$ cat config.mk
export PLATFORM = sky130hd
export DESIGN_NAME = sd_init_top
export DESIGN_NICKNAME = d
export VERILOG_FILES = /design/src/sd_init_pkg.sv /design/src/spi_byte_master.sv /design/src/sd_cmd0_sequencer.sv /design/src/debug_uart_tx.sv /design/src/sd_init_top.sv
export SDC_FILE = /design/constraint.sdc
export NUM_CORES = 1
export LEC_CHECK = 0
export BUFFER_PORTS_ARGS = -buffer_cell sky130_fd_sc_hd__buf_2
export CELL_PAD_IN_SITES_DETAIL_PLACEMENT = 1
export CELL_PAD_IN_SITES_GLOBAL_PLACEMENT = 1
export CORE_MARGIN = 5
export CORE_UTILIZATION = 23
export DETAILED_ROUTE_END_ITERATION = 8
export GPL_ROUTABILITY_DRIVEN = 0
export HOLD_SLACK_MARGIN = 0.08
export PLACE_DENSITY = 0.46
export SYNTH_ARGS = -nofsm -noshare
export SYNTH_HDL_FRONTEND = slang
export SYNTH_SLANG_ARGS = --single-unit
$ cat constraint.sdc
create_clock -name CLOCK_50 -period 2.9 [get_ports CLOCK_50]
set_input_delay 0.58 -clock CLOCK_50 [delete_from_list [all_inputs] [get_ports CLOCK_50]]
set_output_delay 0.58 -clock CLOCK_50 [all_outputs]
set_load 0.02 [all_outputs]
$ cat src/sd_init_pkg.sv
/*
 * sd card init shared definitions
 * byte and pin types, sequencer states, the CMD0 frame,
 * SD protocol constants and debug characters
 */
package sd_init_pkg;

    // ==============================
    // types
    // ==============================
    typedef logic [7:0] sd_byte_t;

    // card-facing pins
    typedef struct packed {
        logic sclk;
        logic mosi;
        logic cs_n;
    } spi_pins_t;

    // one debug character request
    typedef struct packed {
        logic     valid;
        sd_byte_t ch;
    } debug_char_t;

    typedef enum logic [3:0] {
        startup,
        print_banner,
        power_on_clk,
        assert_cs,
        send_cmd,
        poll_r1,
        print_result,
        done_ok,
        done_error
    } seq_state_e;

    // ==============================
    // SD protocol
    // ==============================
    localparam int CMD_LEN = 6;
    // CMD0 with zero argument, crc 0x95 plus end bit
    localparam sd_byte_t [0:CMD_LEN-1] CMD0_FRAME = {8'h40, 8'h00, 8'h00, 8'h00, 8'h00, 8'h95};
    // 10 bytes give 80 clocks, card wants at least 74
    localparam int       POWER_ON_BYTES = 10;
    localparam sd_byte_t FILL_BYTE      = 8'hFF;
    localparam sd_byte_t R1_IDLE        = 8'h01;
    localparam int       R1_POLL_LIMIT  = 100;

    // ==============================
    // debug characters
    // ==============================
    localparam int BANNER_LEN = 3;
    localparam sd_byte_t [0:BANNER_LEN-1] BANNER = {"S", "D", " "};
    localparam sd_byte_t CHAR_OK      = "1";
    localparam sd_byte_t CHAR_ERROR   = "E";
    localparam sd_byte_t CHAR_TIMEOUT = "T";

endpackage

$ cat src/spi_byte_master.sv
/*
 * SPI mode-0 byte master
 * divides CLOCK_50 down to sclk, shifts one byte out on mosi
 * and one byte in from miso, MSB first
 */
`timescale 1ns/100ps

module spi_byte_master #(
    parameter int SCLK_HALF_CYCLES = 125
) (
    input  logic                  CLOCK_50,
    input  logic                  reset_n_sync,
    input  logic                  start,
    input  sd_init_pkg::sd_byte_t tx_byte,
    output logic                  ready,
    output logic                  done,
    output sd_init_pkg::sd_byte_t rx_byte,
    output logic                  sclk,
    output logic                  mosi,
    input  logic                  miso
);

    localparam int CNT_W = $clog2(SCLK_HALF_CYCLES + 1);

    logic                  busy;
    logic [CNT_W-1:0]      half_cnt;
    // 16 sclk toggles per byte
    logic [3:0]            edge_cnt;
    sd_init_pkg::sd_byte_t tx_sh;
    sd_init_pkg::sd_byte_t rx_sh;
    logic                  tick;

    // sclk toggles when the half-period counter runs out
    assign tick = busy && (half_cnt == '0);

    always_ff @(posedge CLOCK_50 or negedge reset_n_sync) begin
        if (!reset_n_sync) begin
            busy     <= 1'b0;
            half_cnt <= '0;
            edge_cnt <= '0;
            sclk     <= 1'b0;
            tx_sh    <= 8'hFF;
            done     <= 1'b0;
        end else begin
            done <= 1'b0;
            if (start && !busy) begin
                busy     <= 1'b1;
                // first half short by one, keeps done at 16 half periods
                half_cnt <= CNT_W'(SCLK_HALF_CYCLES - 2);
                edge_cnt <= '0;
                tx_sh    <= tx_byte;
            end else if (tick) begin
                half_cnt <= CNT_W'(SCLK_HALF_CYCLES - 1);
                sclk     <= ~sclk;
                edge_cnt <= edge_cnt + 4'd1;
                // falling edge, next bit onto mosi, ones fill behind
                if (sclk) begin
                    tx_sh <= {tx_sh[6:0], 1'b1};
                end
                // last falling edge ends the byte
                if (edge_cnt == 4'd15) begin
                    busy <= 1'b0;
                    done <= 1'b1;
                end
            end else if (busy) begin
                half_cnt <= half_cnt - 1'b1;
            end
        end
    end

    // rising edge, capture miso
    always_ff @(posedge CLOCK_50) begin
        if (tick && !sclk) begin
            rx_sh <= {rx_sh[6:0], miso};
        end
    end

    assign ready   = !busy;
    assign rx_byte = rx_sh;
    // idles high since the shifter refills with ones
    assign mosi    = tx_sh[7];

endmodule

$ cat src/sd_cmd0_sequencer.sv
/*
 * SD card CMD0 sequencer
 * startup wait, banner, power-on clocks, CMD0 frame and R1 poll,
 * then one result character and chip select release
 */
`timescale 1ns/100ps

module sd_cmd0_sequencer #(
    parameter int STARTUP_CYCLES = 500000
) (
    input  logic                     CLOCK_50,
    input  logic                     reset_n_sync,
    output logic                     spi_start,
    output sd_init_pkg::sd_byte_t    spi_tx,
    input  logic                     spi_ready,
    input  logic                     spi_done,
    input  sd_init_pkg::sd_byte_t    spi_rx,
    output logic                     cs_n,
    output sd_init_pkg::debug_char_t dbg,
    input  logic                     dbg_busy,
    output logic                     status_led
);

    // shared counter must hold the startup delay and the poll count
    localparam int CNT_MAX = (STARTUP_CYCLES > sd_init_pkg::R1_POLL_LIMIT) ?
                             STARTUP_CYCLES : sd_init_pkg::R1_POLL_LIMIT;
    localparam int CNT_W   = $clog2(CNT_MAX + 1);

    sd_init_pkg::seq_state_e state;
    logic [CNT_W-1:0]        cnt;
    sd_init_pkg::sd_byte_t   result_char;
    logic                    result_ok;
    logic                    spi_idle;
    logic                    dbg_free;

    // no byte in flight, no start just issued, no done this cycle
    assign spi_idle = spi_ready && !spi_start && !spi_done;
    // busy only rises the cycle after valid
    assign dbg_free = !dbg_busy && !dbg.valid;

    always_ff @(posedge CLOCK_50 or negedge reset_n_sync) begin
        if (!reset_n_sync) begin
            state       <= sd_init_pkg::startup;
            cnt         <= '0;
            spi_start   <= 1'b0;
            spi_tx      <= sd_init_pkg::FILL_BYTE;
            cs_n        <= 1'b1;
            dbg         <= '0;
            result_char <= sd_init_pkg::CHAR_TIMEOUT;
            result_ok   <= 1'b0;
        end else begin
            // strobes default off
            spi_start <= 1'b0;
            dbg.valid <= 1'b0;

            case (state)
                // ==============================
                // power-up wait and banner
                // ==============================
                sd_init_pkg::startup: begin
                    cnt <= cnt + 1'b1;
                    if (cnt == CNT_W'(STARTUP_CYCLES - 1)) begin
                        cnt   <= '0;
                        state <= sd_init_pkg::print_banner;
                    end
                end
                sd_init_pkg::print_banner: begin
                    // hold here while the transmitter is busy
                    if (dbg_free) begin
                        dbg.valid <= 1'b1;
                        dbg.ch    <= sd_init_pkg::BANNER[cnt[1:0]];
                        cnt       <= cnt + 1'b1;
                        if (cnt == CNT_W'(sd_init_pkg::BANNER_LEN - 1)) begin
                            cnt   <= '0;
                            state <= sd_init_pkg::power_on_clk;
                        end
                    end
                end

                // ==============================
                // SPI traffic
                // ==============================
                sd_init_pkg::power_on_clk: begin
                    // fill bytes with cs_n still high
                    if (spi_idle) begin
                        spi_start <= 1'b1;
                        spi_tx    <= sd_init_pkg::FILL_BYTE;
                    end
                    if (spi_done) begin
                        cnt <= cnt + 1'b1;
                        if (cnt == CNT_W'(sd_init_pkg::POWER_ON_BYTES - 1)) begin
                            cnt   <= '0;
                            state <= sd_init_pkg::assert_cs;
                        end
                    end
                end
                sd_init_pkg::assert_cs: begin
                    cs_n  <= 1'b0;
                    state <= sd_init_pkg::send_cmd;
                end
                sd_init_pkg::send_cmd: begin
                    if (spi_idle) begin
                        spi_start <= 1'b1;
                        spi_tx    <= sd_init_pkg::CMD0_FRAME[cnt[2:0]];
                    end
                    // card reply during the frame is ignored
                    if (spi_done) begin
                        cnt <= cnt + 1'b1;
                        if (cnt == CNT_W'(sd_init_pkg::CMD_LEN - 1)) begin
                            cnt   <= '0;
                            state <= sd_init_pkg::poll_r1;
                        end
                    end
                end
                sd_init_pkg::poll_r1: begin
                    if (spi_idle) begin
                        spi_start <= 1'b1;
                        spi_tx    <= sd_init_pkg::FILL_BYTE;
                    end
                    // classify the byte that just arrived
                    if (spi_done) begin
                        if (spi_rx != sd_init_pkg::FILL_BYTE) begin
                            result_ok   <= (spi_rx == sd_init_pkg::R1_IDLE);
                            result_char <= (spi_rx == sd_init_pkg::R1_IDLE) ?
                                           sd_init_pkg::CHAR_OK : sd_init_pkg::CHAR_ERROR;
                            state       <= sd_init_pkg::print_result;
                        end else if (cnt == CNT_W'(sd_init_pkg::R1_POLL_LIMIT - 1)) begin
                            // card never answered
                            result_ok   <= 1'b0;
                            result_char <= sd_init_pkg::CHAR_TIMEOUT;
                            state       <= sd_init_pkg::print_result;
                        end else begin
                            cnt <= cnt + 1'b1;
                        end
                    end
                end

                // ==============================
                // result and release
                // ==============================
                sd_init_pkg::print_result: begin
                    if (dbg_free) begin
                        dbg.valid <= 1'b1;
                        dbg.ch    <= result_char;
                        state     <= result_ok ? sd_init_pkg::done_ok : sd_init_pkg::done_error;
                    end
                end
                sd_init_pkg::done_ok,
                sd_init_pkg::done_error: begin
                    // cs_n rises one cycle after the result request
                    cs_n <= 1'b1;
                end
                default: begin
                    state <= sd_init_pkg::done_error;
                end
            endcase
        end
    end

    // led dark only after an error or timeout
    assign status_led = (state != sd_init_pkg::done_error);

endmodule

$ cat src/debug_uart_tx.sv
/*
 * debug serial transmitter
 * sends one ASCII character per request as 8N1,
 * busy covers the whole frame
 */
`timescale 1ns/100ps

module debug_uart_tx #(
    parameter int BAUD_DIVISOR = 434
) (
    input  logic                     CLOCK_50,
    input  logic                     reset_n_sync,
    input  sd_init_pkg::debug_char_t dbg,
    output logic                     busy,
    output logic                     txd
);

    localparam int BAUD_W = $clog2(BAUD_DIVISOR + 1);

    // stop, data LSB first, start, shifted out from bit 0
    logic [9:0]        frame;
    logic [3:0]        bit_cnt;
    logic [BAUD_W-1:0] baud_cnt;

    always_ff @(posedge CLOCK_50 or negedge reset_n_sync) begin
        if (!reset_n_sync) begin
            busy     <= 1'b0;
            frame    <= '1;
            bit_cnt  <= '0;
            baud_cnt <= '0;
        end else if (dbg.valid && !busy) begin
            busy     <= 1'b1;
            frame    <= {1'b1, dbg.ch, 1'b0};
            bit_cnt  <= '0;
            baud_cnt <= BAUD_W'(BAUD_DIVISOR - 1);
        end else if (busy) begin
            if (baud_cnt == '0) begin
                // bit period over, next bit, line refills with idle ones
                baud_cnt <= BAUD_W'(BAUD_DIVISOR - 1);
                frame    <= {1'b1, frame[9:1]};
                bit_cnt  <= bit_cnt + 4'd1;
                // end of stop bit
                if (bit_cnt == 4'd9) begin
                    busy <= 1'b0;
                end
            end else begin
                baud_cnt <= baud_cnt - 1'b1;
            end
        end
    end

    // line idles high
    assign txd = frame[0];

endmodule

$ cat src/sd_init_top.sv
/*
 * SD card power-up top level
 * ties the CMD0 sequencer to the SPI byte master and the
 * debug transmitter, packs the card pins into one struct
 */
`timescale 1ns/100ps

module sd_init_top #(
    parameter int SCLK_HALF_CYCLES = 125,
    parameter int STARTUP_CYCLES   = 500000,
    parameter int BAUD_DIVISOR     = 434
) (
    input  logic                   CLOCK_50,
    input  logic                   reset_n_sync,
    input  logic                   miso,
    output sd_init_pkg::spi_pins_t spi,
    output logic                   uart_txd,
    output logic                   status_led
);

    // sequencer to SPI master strobes
    logic                     spi_start;
    sd_init_pkg::sd_byte_t    spi_tx;
    logic                     spi_ready;
    logic                     spi_done;
    sd_init_pkg::sd_byte_t    spi_rx;
    // card pins before packing
    logic                     sclk;
    logic                     mosi;
    logic                     cs_n;
    // debug character path
    sd_init_pkg::debug_char_t dbg;
    logic                     dbg_busy;

    sd_cmd0_sequencer #(
        .STARTUP_CYCLES(STARTUP_CYCLES)
    ) u_seq (
        .CLOCK_50     (CLOCK_50),
        .reset_n_sync (reset_n_sync),
        .spi_start    (spi_start),
        .spi_tx       (spi_tx),
        .spi_ready    (spi_ready),
        .spi_done     (spi_done),
        .spi_rx       (spi_rx),
        .cs_n         (cs_n),
        .dbg          (dbg),
        .dbg_busy     (dbg_busy),
        .status_led   (status_led)
    );

    spi_byte_master #(
        .SCLK_HALF_CYCLES(SCLK_HALF_CYCLES)
    ) u_spi (
        .CLOCK_50     (CLOCK_50),
        .reset_n_sync (reset_n_sync),
        .start        (spi_start),
        .tx_byte      (spi_tx),
        .ready        (spi_ready),
        .done         (spi_done),
        .rx_byte      (spi_rx),
        .sclk         (sclk),
        .mosi         (mosi),
        .miso         (miso)
    );

    debug_uart_tx #(
        .BAUD_DIVISOR(BAUD_DIVISOR)
    ) u_uart (
        .CLOCK_50     (CLOCK_50),
        .reset_n_sync (reset_n_sync),
        .dbg          (dbg),
        .busy         (dbg_busy),
        .txd          (uart_txd)
    );

    // cs_n from the sequencer, clock and data from the master
    assign spi = '{sclk: sclk, mosi: mosi, cs_n: cs_n};

endmodule

==> impl_results.md, run 1 <==
* Status: finished, final reports clean
* CP Capture Type: flip-flop
* Reg2reg start: u_seq.cnt[0]
* Final setup viols at 0
* Post-Route WL at 11.64 mm
* Vias at 3,631
* Final hold vios at 0
* Worst vdd ir at 0.2834 mV
* Hold-fix buffers, CTS at 0
* Most numerous cell in the Yosys netlist: dfrtp_1
* Critical Path Source: u_seq.cnt[0]
* Slew @ Worst Pin at 752.9 ps
* Clock slew at reported path FFs at 70 ps
* Post-Synthesis Cells at 488
* CP startpoint kind: flip-flop
* DRT antenna net count at 0
* Clock Tree Buf Depth at 2
* DRC viols at 0
* Area grow syn2layout at 13.81%
* FMAX at 0.3948 GHz
* Post-synthesis cell type count at 69
* First-pass GRT wire length at 20.20 mm
* Ys async rst share at 91.30%
* Final Cell Area at 0.005394 sq mm
* CP arrival at 2760 ps
* IO Pins at 8
* TritonCTS buffer count at 9
* Top FF cell, synth: dfrtp_1
* MaxCap Viol Count at 0
* Fin cells at 769
* Setup CP Type: flip-flop to flip-flop
* Worst slack at placement at 346.8 ps
* Post-synthesis sequential area ratio at 50.03%
* Post-synth EDFFs at 8
* Hold WS at 255.3 ps
* TritonRoute pass-1 iters at 4
* PD cells at 478.3 mW/mm^2
* Top cells by count, synth: 61 x dfrtp_1, 50 x nand2_1, 49 x o21ai_0, 37 x nor2_1, 24 x nand3_1
* Routed wire length per instance at 15.14 um
* Hold Crit Class: primary input to async pin
* Pleak at 2.320 nW
* Gr usage total at 10.41%
* Row cnt at 52
* Filler cells at 2,307
* Net count after synthesis at 501
* Worst path required time at 3130 ps
* Top cell type's share of synthesized area at 32.21%
* Synth area leader: dfrtp_1
* Period utilization at 87.35%
* Antenna violations before repair at 0
* Clock root cell: clkbuf_16
* Max transition margin at 49.70%
* Placed inst area at 0.005081 sq mm
* Post-CTS setup repair buffer count at 0
* Net count, final at 507
* Die width at 153.6 um
* Syn_area_per_cell at 9.712 sq um
* Clock latency on the worst-skew pair at 350 ps
* Number of synthesized register bits at 92
* DP Cell Count at 753
* Ant diodes at 0
* Clock tree sinks at 92
* Total gr overflow at 0
* Post-CTS resize count at 0
* Reg2reg end: u_seq.state[2]
* Core outline area at 0.02023 sq mm
* R2R depth at 7
* Setup slack after layout at 366.9 ps
* Max-slew violation count at 0
* Flop-to-flop setup slack at 370 ps
* RSZ-0062 raised after global routing: no
* Layout cells sized above 1 at 14.63%
* Largest net degree at the start of global routing at 47
* Util after Layout at 26.66%
* Vias/cell at 4.722
* Yosys warns at 0
* Synth top area cells: dfrtp_1 32%, dfstp_2 13%, o21ai_0 5.2%, edfxtp_1 5.1%, nand2_1 4.0%
* Iteration-0 DRC Markers at 131
* CTS tree: yes
* Initial Util at 23.42%
* Die H at 153.6 um
* Crit-path max FO at 8
* Port bufs at 7
* Sum of negative setup slack at 0 ps
* Critical Path End: u_seq.state[2]
* Post-route minimum period at 2533 ps
* Max Clock Skew at 8.852 ps
* Post-Syn Area at 0.004740 sq mm
* PnR Total Power at 2.580 mW
* Die area at 0.02358 sq mm
* Post-DP HPWL at 8.176 mm
* Maximum level of the CTS H-tree at 3
* Number of global-route vias before repair at 3,913
* Sequential cell area at 0.002371 sq mm
* Area of the multi-input gates at 0.002192 sq mm
-- cell usage in the layout, fill, tap and decap left out, types with 4 or more instances in the layout --
master     count
mux2i_1       16
nand2_1       50
and3_1         6
nand2b_1       7
buf_2          6
nand4_1        5
nor2_1        37
buf_4         11
or2_2          5
and2_1         4
dfstp_2       23
inv_1         18
nand3_1       24
xnor2_1        4
a21oi_1       23
a21o_1         4
clkbuf_16      9
o31ai_1       13
o21ai_0       49
o21ai_1        5
or3_1         11
a22oi_1        5
a31oi_1        6
ha_1          10
nor3_1        10
dfrtp_1       61
edfxtp_1       8
xor2_1         8
-- registers in the layout, summed over array words and instances (netlist names), 7 cells and up --
| name | flops |
|---|---|
| u_uart.frame | 9 |
| u_spi.rx_byte | 8 |
| u_seq.dbg | 7 |
| u_spi.half_cnt | 7 |
| u_spi.tx_sh | 8 |
| u_uart.baud_cnt | 9 |
| u_seq.cnt | 19 |
-- critical path: stages, from the launching register on --
cell,delay [ps]
dfrtp_1,470
ha_1,270
nand4_1,180
or3_1,440
o31ai_1,190
o21ai_0,160
nor3_2,340
mux2_1,360
-- worst min-delay path by stage --
stage | from | endpoint | cells after the start
floorplan | reset_n_sync | u_seq.cnt[0] | 0
global placement | u_uart.frame[8] | u_uart.frame[8] | 2
detailed placement | u_uart.frame[8] | u_uart.frame[8] | 2
CTS | reset_n_sync | u_spi.edge_cnt[3] | 1
global route | reset_n_sync | u_spi.edge_cnt[3] | 1
finish | reset_n_sync | u_seq.dbg[4] | 1
-- metal layers --
metal	track usage (%)	vias to the layer above	wire (um)	share of wire (%)
li1	-	1779	-	-
met3	1.686	12	155	1.3
met4	4.415	0	209	1.8
met5	0	-	0	0
met2	16.02	15	5258	45
met1	14.51	1825	6017	52
-- area by class of cell --
cell class	count	area share, %
well taps	270	6.263
inverters	18	1.253
flip-flops and latches	92	43.96
multi-input cells	356	40.64
clock inverters	4	1.044
clock buffers	12	4.755
repair buffers	17	2.088
-- cell families after synthesis --
logic type | share of synthesized area, %
DFF | 50.03
xor gates and xnor gates | 2.218
and+or+nand+nor | 20.67
muxes | 3.854
adders and majority gates | 2.640
AOI/OAI and AO/OA | 16.87
buffers and inverters | 3.722
-- report_power, final --
group	total (mW)	switching, mW	internal, mW
Combinational	0.0289	0.0250	0.00395
Sequential	1.30	0	1.30
Clock	1.25	0.530	0.723
Total	2.58	0.555	2.02
Power figures use the tool's default switching activity.
==> inputs of run 2 (changes only) <==
--- a/config.mk
+++ b/config.mk
@@ -5,12 +5,13 @@
 export SDC_FILE = /design/constraint.sdc
 export NUM_CORES = 1
 export LEC_CHECK = 0
-export BUFFER_PORTS_ARGS = -buffer_cell sky130_fd_sc_hd__buf_2
+export ABC_AREA = 1
 export CELL_PAD_IN_SITES_DETAIL_PLACEMENT = 1
 export CELL_PAD_IN_SITES_GLOBAL_PLACEMENT = 1
 export CORE_MARGIN = 5
 export CORE_UTILIZATION = 23
 export DETAILED_ROUTE_END_ITERATION = 8
+export DONT_BUFFER_PORTS = 1
 export GPL_ROUTABILITY_DRIVEN = 0
 export HOLD_SLACK_MARGIN = 0.08
 export PLACE_DENSITY = 0.46
==> impl_results.md, run 2 <==
* Layout cells sized above 1 at 18.23% (+3.6 points)
* Worst vdd ir at 0.1990 mV (-30%)
* Filler cells at 2,592 (+12%)
* Syn_area_per_cell at 8.454 sq um (-13%)
* Most numerous cell in the Yosys netlist: nand2_1
* Top cell type's share of synthesized area at 30.55% (-1.7 points)
* Reg2reg end: u_seq.state[0]
* RSZ-0062 raised after global routing: no
* Post-Syn Area at 0.004996 sq mm (+5.4%)
* Critical Path End: u_seq.state[0]
* MaxCap Viol Count at 0 (unchanged)
* Util after Layout at 25.84% (-0.82 points)
* Net count, final at 606 (+20%)
* Max transition margin at 62.87% (+13 points)
* Post-CTS setup repair buffer count at 0 (unchanged)
* Total gr overflow at 0 (unchanged)
* Final hold vios at 0 (unchanged)
* Iteration-0 DRC Markers at 126 (-3.8%)
* Flop-to-flop setup slack at 830 ps (+460 ps)
* CP arrival at 2300 ps (-460 ps)
* PnR Total Power at 2.446 mW (-5.2%)
* Post-route minimum period at 2070 ps (-463.6 ps)
* Area grow syn2layout at 11.82%
* Core outline area at 0.02162 sq mm (+6.9%)
* Die area at 0.02477 sq mm (+5.1%)
* Number of global-route vias before repair at 4,090 (+4.5%)
* Status: finished, final reports clean
* Row cnt at 54 (+3.8%)
* Period utilization at 71.36% (-16 points)
* Final Cell Area at 0.005587 sq mm (+3.6%)
* Post-DP HPWL at 9.207 mm (+13%)
* Sum of negative setup slack at 0 ps (unchanged)
* CP Capture Type: flip-flop
* Initial Util at 23.11% (-0.32 points)
* Synth top area cells: dfrtp_1 31%, dfstp_2 12%, nand2_1 8.0%, inv_1 5.6%, nor2_1 5.3%
* Die width at 157.4 um (+2.5%)
* Gr usage total at 10.95% (+0.54 points)
* Vias/cell at 4.326 (-8.4%)
* Post-synth EDFFs at 8 (unchanged)
* Clock tree sinks at 92 (unchanged)
* IO Pins at 8 (unchanged)
* Worst path required time at 3130 ps (about the same)
* Pleak at 2.423 nW (+4.4%)
* Hold Crit Class: primary input to async pin
* Crit-path max FO at 12 (+4)
* Post-synthesis sequential area ratio at 47.46% (-2.6 points)
* FMAX at 0.4832 GHz (+22%)
* Top FF cell, synth: dfrtp_1
* Critical Path Source: u_uart.busy
* Synth area leader: dfrtp_1
* Largest net degree at the start of global routing at 62 (+32%)
* CP startpoint kind: flip-flop
* Net count after synthesis at 604 (+21%)
* Post-CTS resize count at 0 (unchanged)
* Top cells by count, synth: 107 x nand2_1, 75 x inv_1, 70 x nor2_1, 61 x dfrtp_1, 41 x nand3_1
* CTS tree: yes
* Clock slew at reported path FFs at 70 ps (about the same)
* DRT antenna net count at 0 (unchanged)
* Most flops, register: u_seq.cnt
* Sequential cell area at 0.002371 sq mm (unchanged)
* Die H at 157.4 um (+2.5%)
* Yosys warns at 0 (unchanged)
* Clock Tree Buf Depth at 2 (unchanged)
* Routed wire length per instance at 14.31 um (-5.5%)
* Most common cell after layout, fill and taps aside: nand2_1
* Number of synthesized register bits at 92 (unchanged)
* Hold-fix buffers, CTS at 2 (+2)
* TritonRoute pass-1 iters at 4 (unchanged)
* PD cells at 437.9 mW/mm^2 (-8.4%)
* Post-Route WL at 12.56 mm (+7.9%)
* Max reg flops at 19 (unchanged)
* First-pass GRT wire length at 21.69 mm (+7.4%)
* TritonCTS buffer count at 9 (unchanged)
* Vias at 3,798 (+4.6%)
* Post-Synthesis Cells at 591 (+21%)
* R2R depth at 12 (+5)
* Most frequent cells in the layout: 107 x nand2_1, 75 x inv_1, 70 x nor2_1, 61 x dfrtp_1, 41 x nand3_1
* DRC viols at 0 (unchanged)
* Largest registers: u_seq.cnt x19, u_uart.baud_cnt x9, u_uart.frame x9
* Final setup viols at 0 (unchanged)
* Post-synthesis cell type count at 40 (-42%)
* Area of the multi-input gates at 0.002217 sq mm (+1.1%)
* Slew @ Worst Pin at 554.9 ps (-198.0 ps)
* Ys async rst share at 91.30% (unchanged)
* Placed inst area at 0.005260 sq mm (+3.5%)
* Port bufs at 0 (-7)
* Antenna violations before repair at 0 (unchanged)
* Max Clock Skew at 11.48 ps (+2.631 ps)
* Ant diodes at 0 (unchanged)
* Maximum level of the CTS H-tree at 3 (unchanged)
* Clock root cell: clkbuf_16
* Max-slew violation count at 0 (unchanged)
* Clock latency on the worst-skew pair at 350 ps (about the same)
* Reg2reg start: u_uart.busy
* Setup CP Type: flip-flop to flip-flop
[run 2: worst max-delay path: stages, from the launching register on]
cell	delay, ps
dfrtp_1	430
inv_1	70
nand2_1	280
inv_1	360
nor2_1	90
inv_1	70
nand2_1	70
nor2_1	110
nand2_1	60
nor2_2	200
nand2_2	90
nand2_1	70
nand2_1	50
[run 2: how the worst min path moves through the flow]
| stage | startpoint | to | slack [ps] | cells after the start |
|---|---|---|---|---|
| after global routing | reset_n_sync | u_seq.dbg[4] | 120 | 1 |
| after global placement | reset_n_sync | u_seq.cnt[7] | 290 | 0 |
| after floorplan | reset_n_sync | u_seq.cnt[0] | 280 | 0 |
| final | reset_n_sync | u_seq.dbg[4] | 120 | 1 |
| after CTS | reset_n_sync | u_seq.dbg[4] | 120 | 1 |
| after detailed placement | reset_n_sync | u_seq.cnt[7] | 290 | 0 |
[run 2: final cells by class]
cell class	count	area share, %
multi-input cells	404	39.69
repair buffers	3	0.9854
inverters	83	5.621
flip-flops and latches	92	42.44
clock buffers	11	4.345
well taps	280	6.271
clock inverters	5	0.6495
[run 2: logic make-up (layout without fill, tap and decap cells)]
family / after synthesis / after routing / share of synthesized area [%]
compound gates: 88 / 88 / 11.14
xor+xnor: 22 / 22 / 3.857
fa+ha+maj: 10 / 10 / 2.504
buf+inv: 95 / 102 / 8.164
flops: 92 / 92 / 47.46
simple gates: 284 / 284 / 26.87
[run 2: metal layers]
metal	global-route usage, %	wire [um]	up-vias
met5	0	0	-
met4	3.154	197	0
met2	17.06	5599	28
met3	2.475	290	16
li1	-	-	1917
met1	15.27	6474	1837
[run 2: per-stage QoR]
step                      instances  hold slack [ps]  setup WS [ps]
after floorplan                 591            284.4           1084
after global placement          860            294.5          832.5
after detailed placement        860            294.5          809.9
after CTS                       878            118.8          780.4
after global routing            878            124.0          548.1
final                           878            118.7          830.4
[run 2: report_power, final]
part / internal, mW / total [mW] / switching [mW]
registers: 1.30 / 1.30 / 0
clock network: 0.607 / 1.12 / 0.510
logic: 0.00681 / 0.0310 / 0.0242
total: 1.91 / 2.45 / 0.535
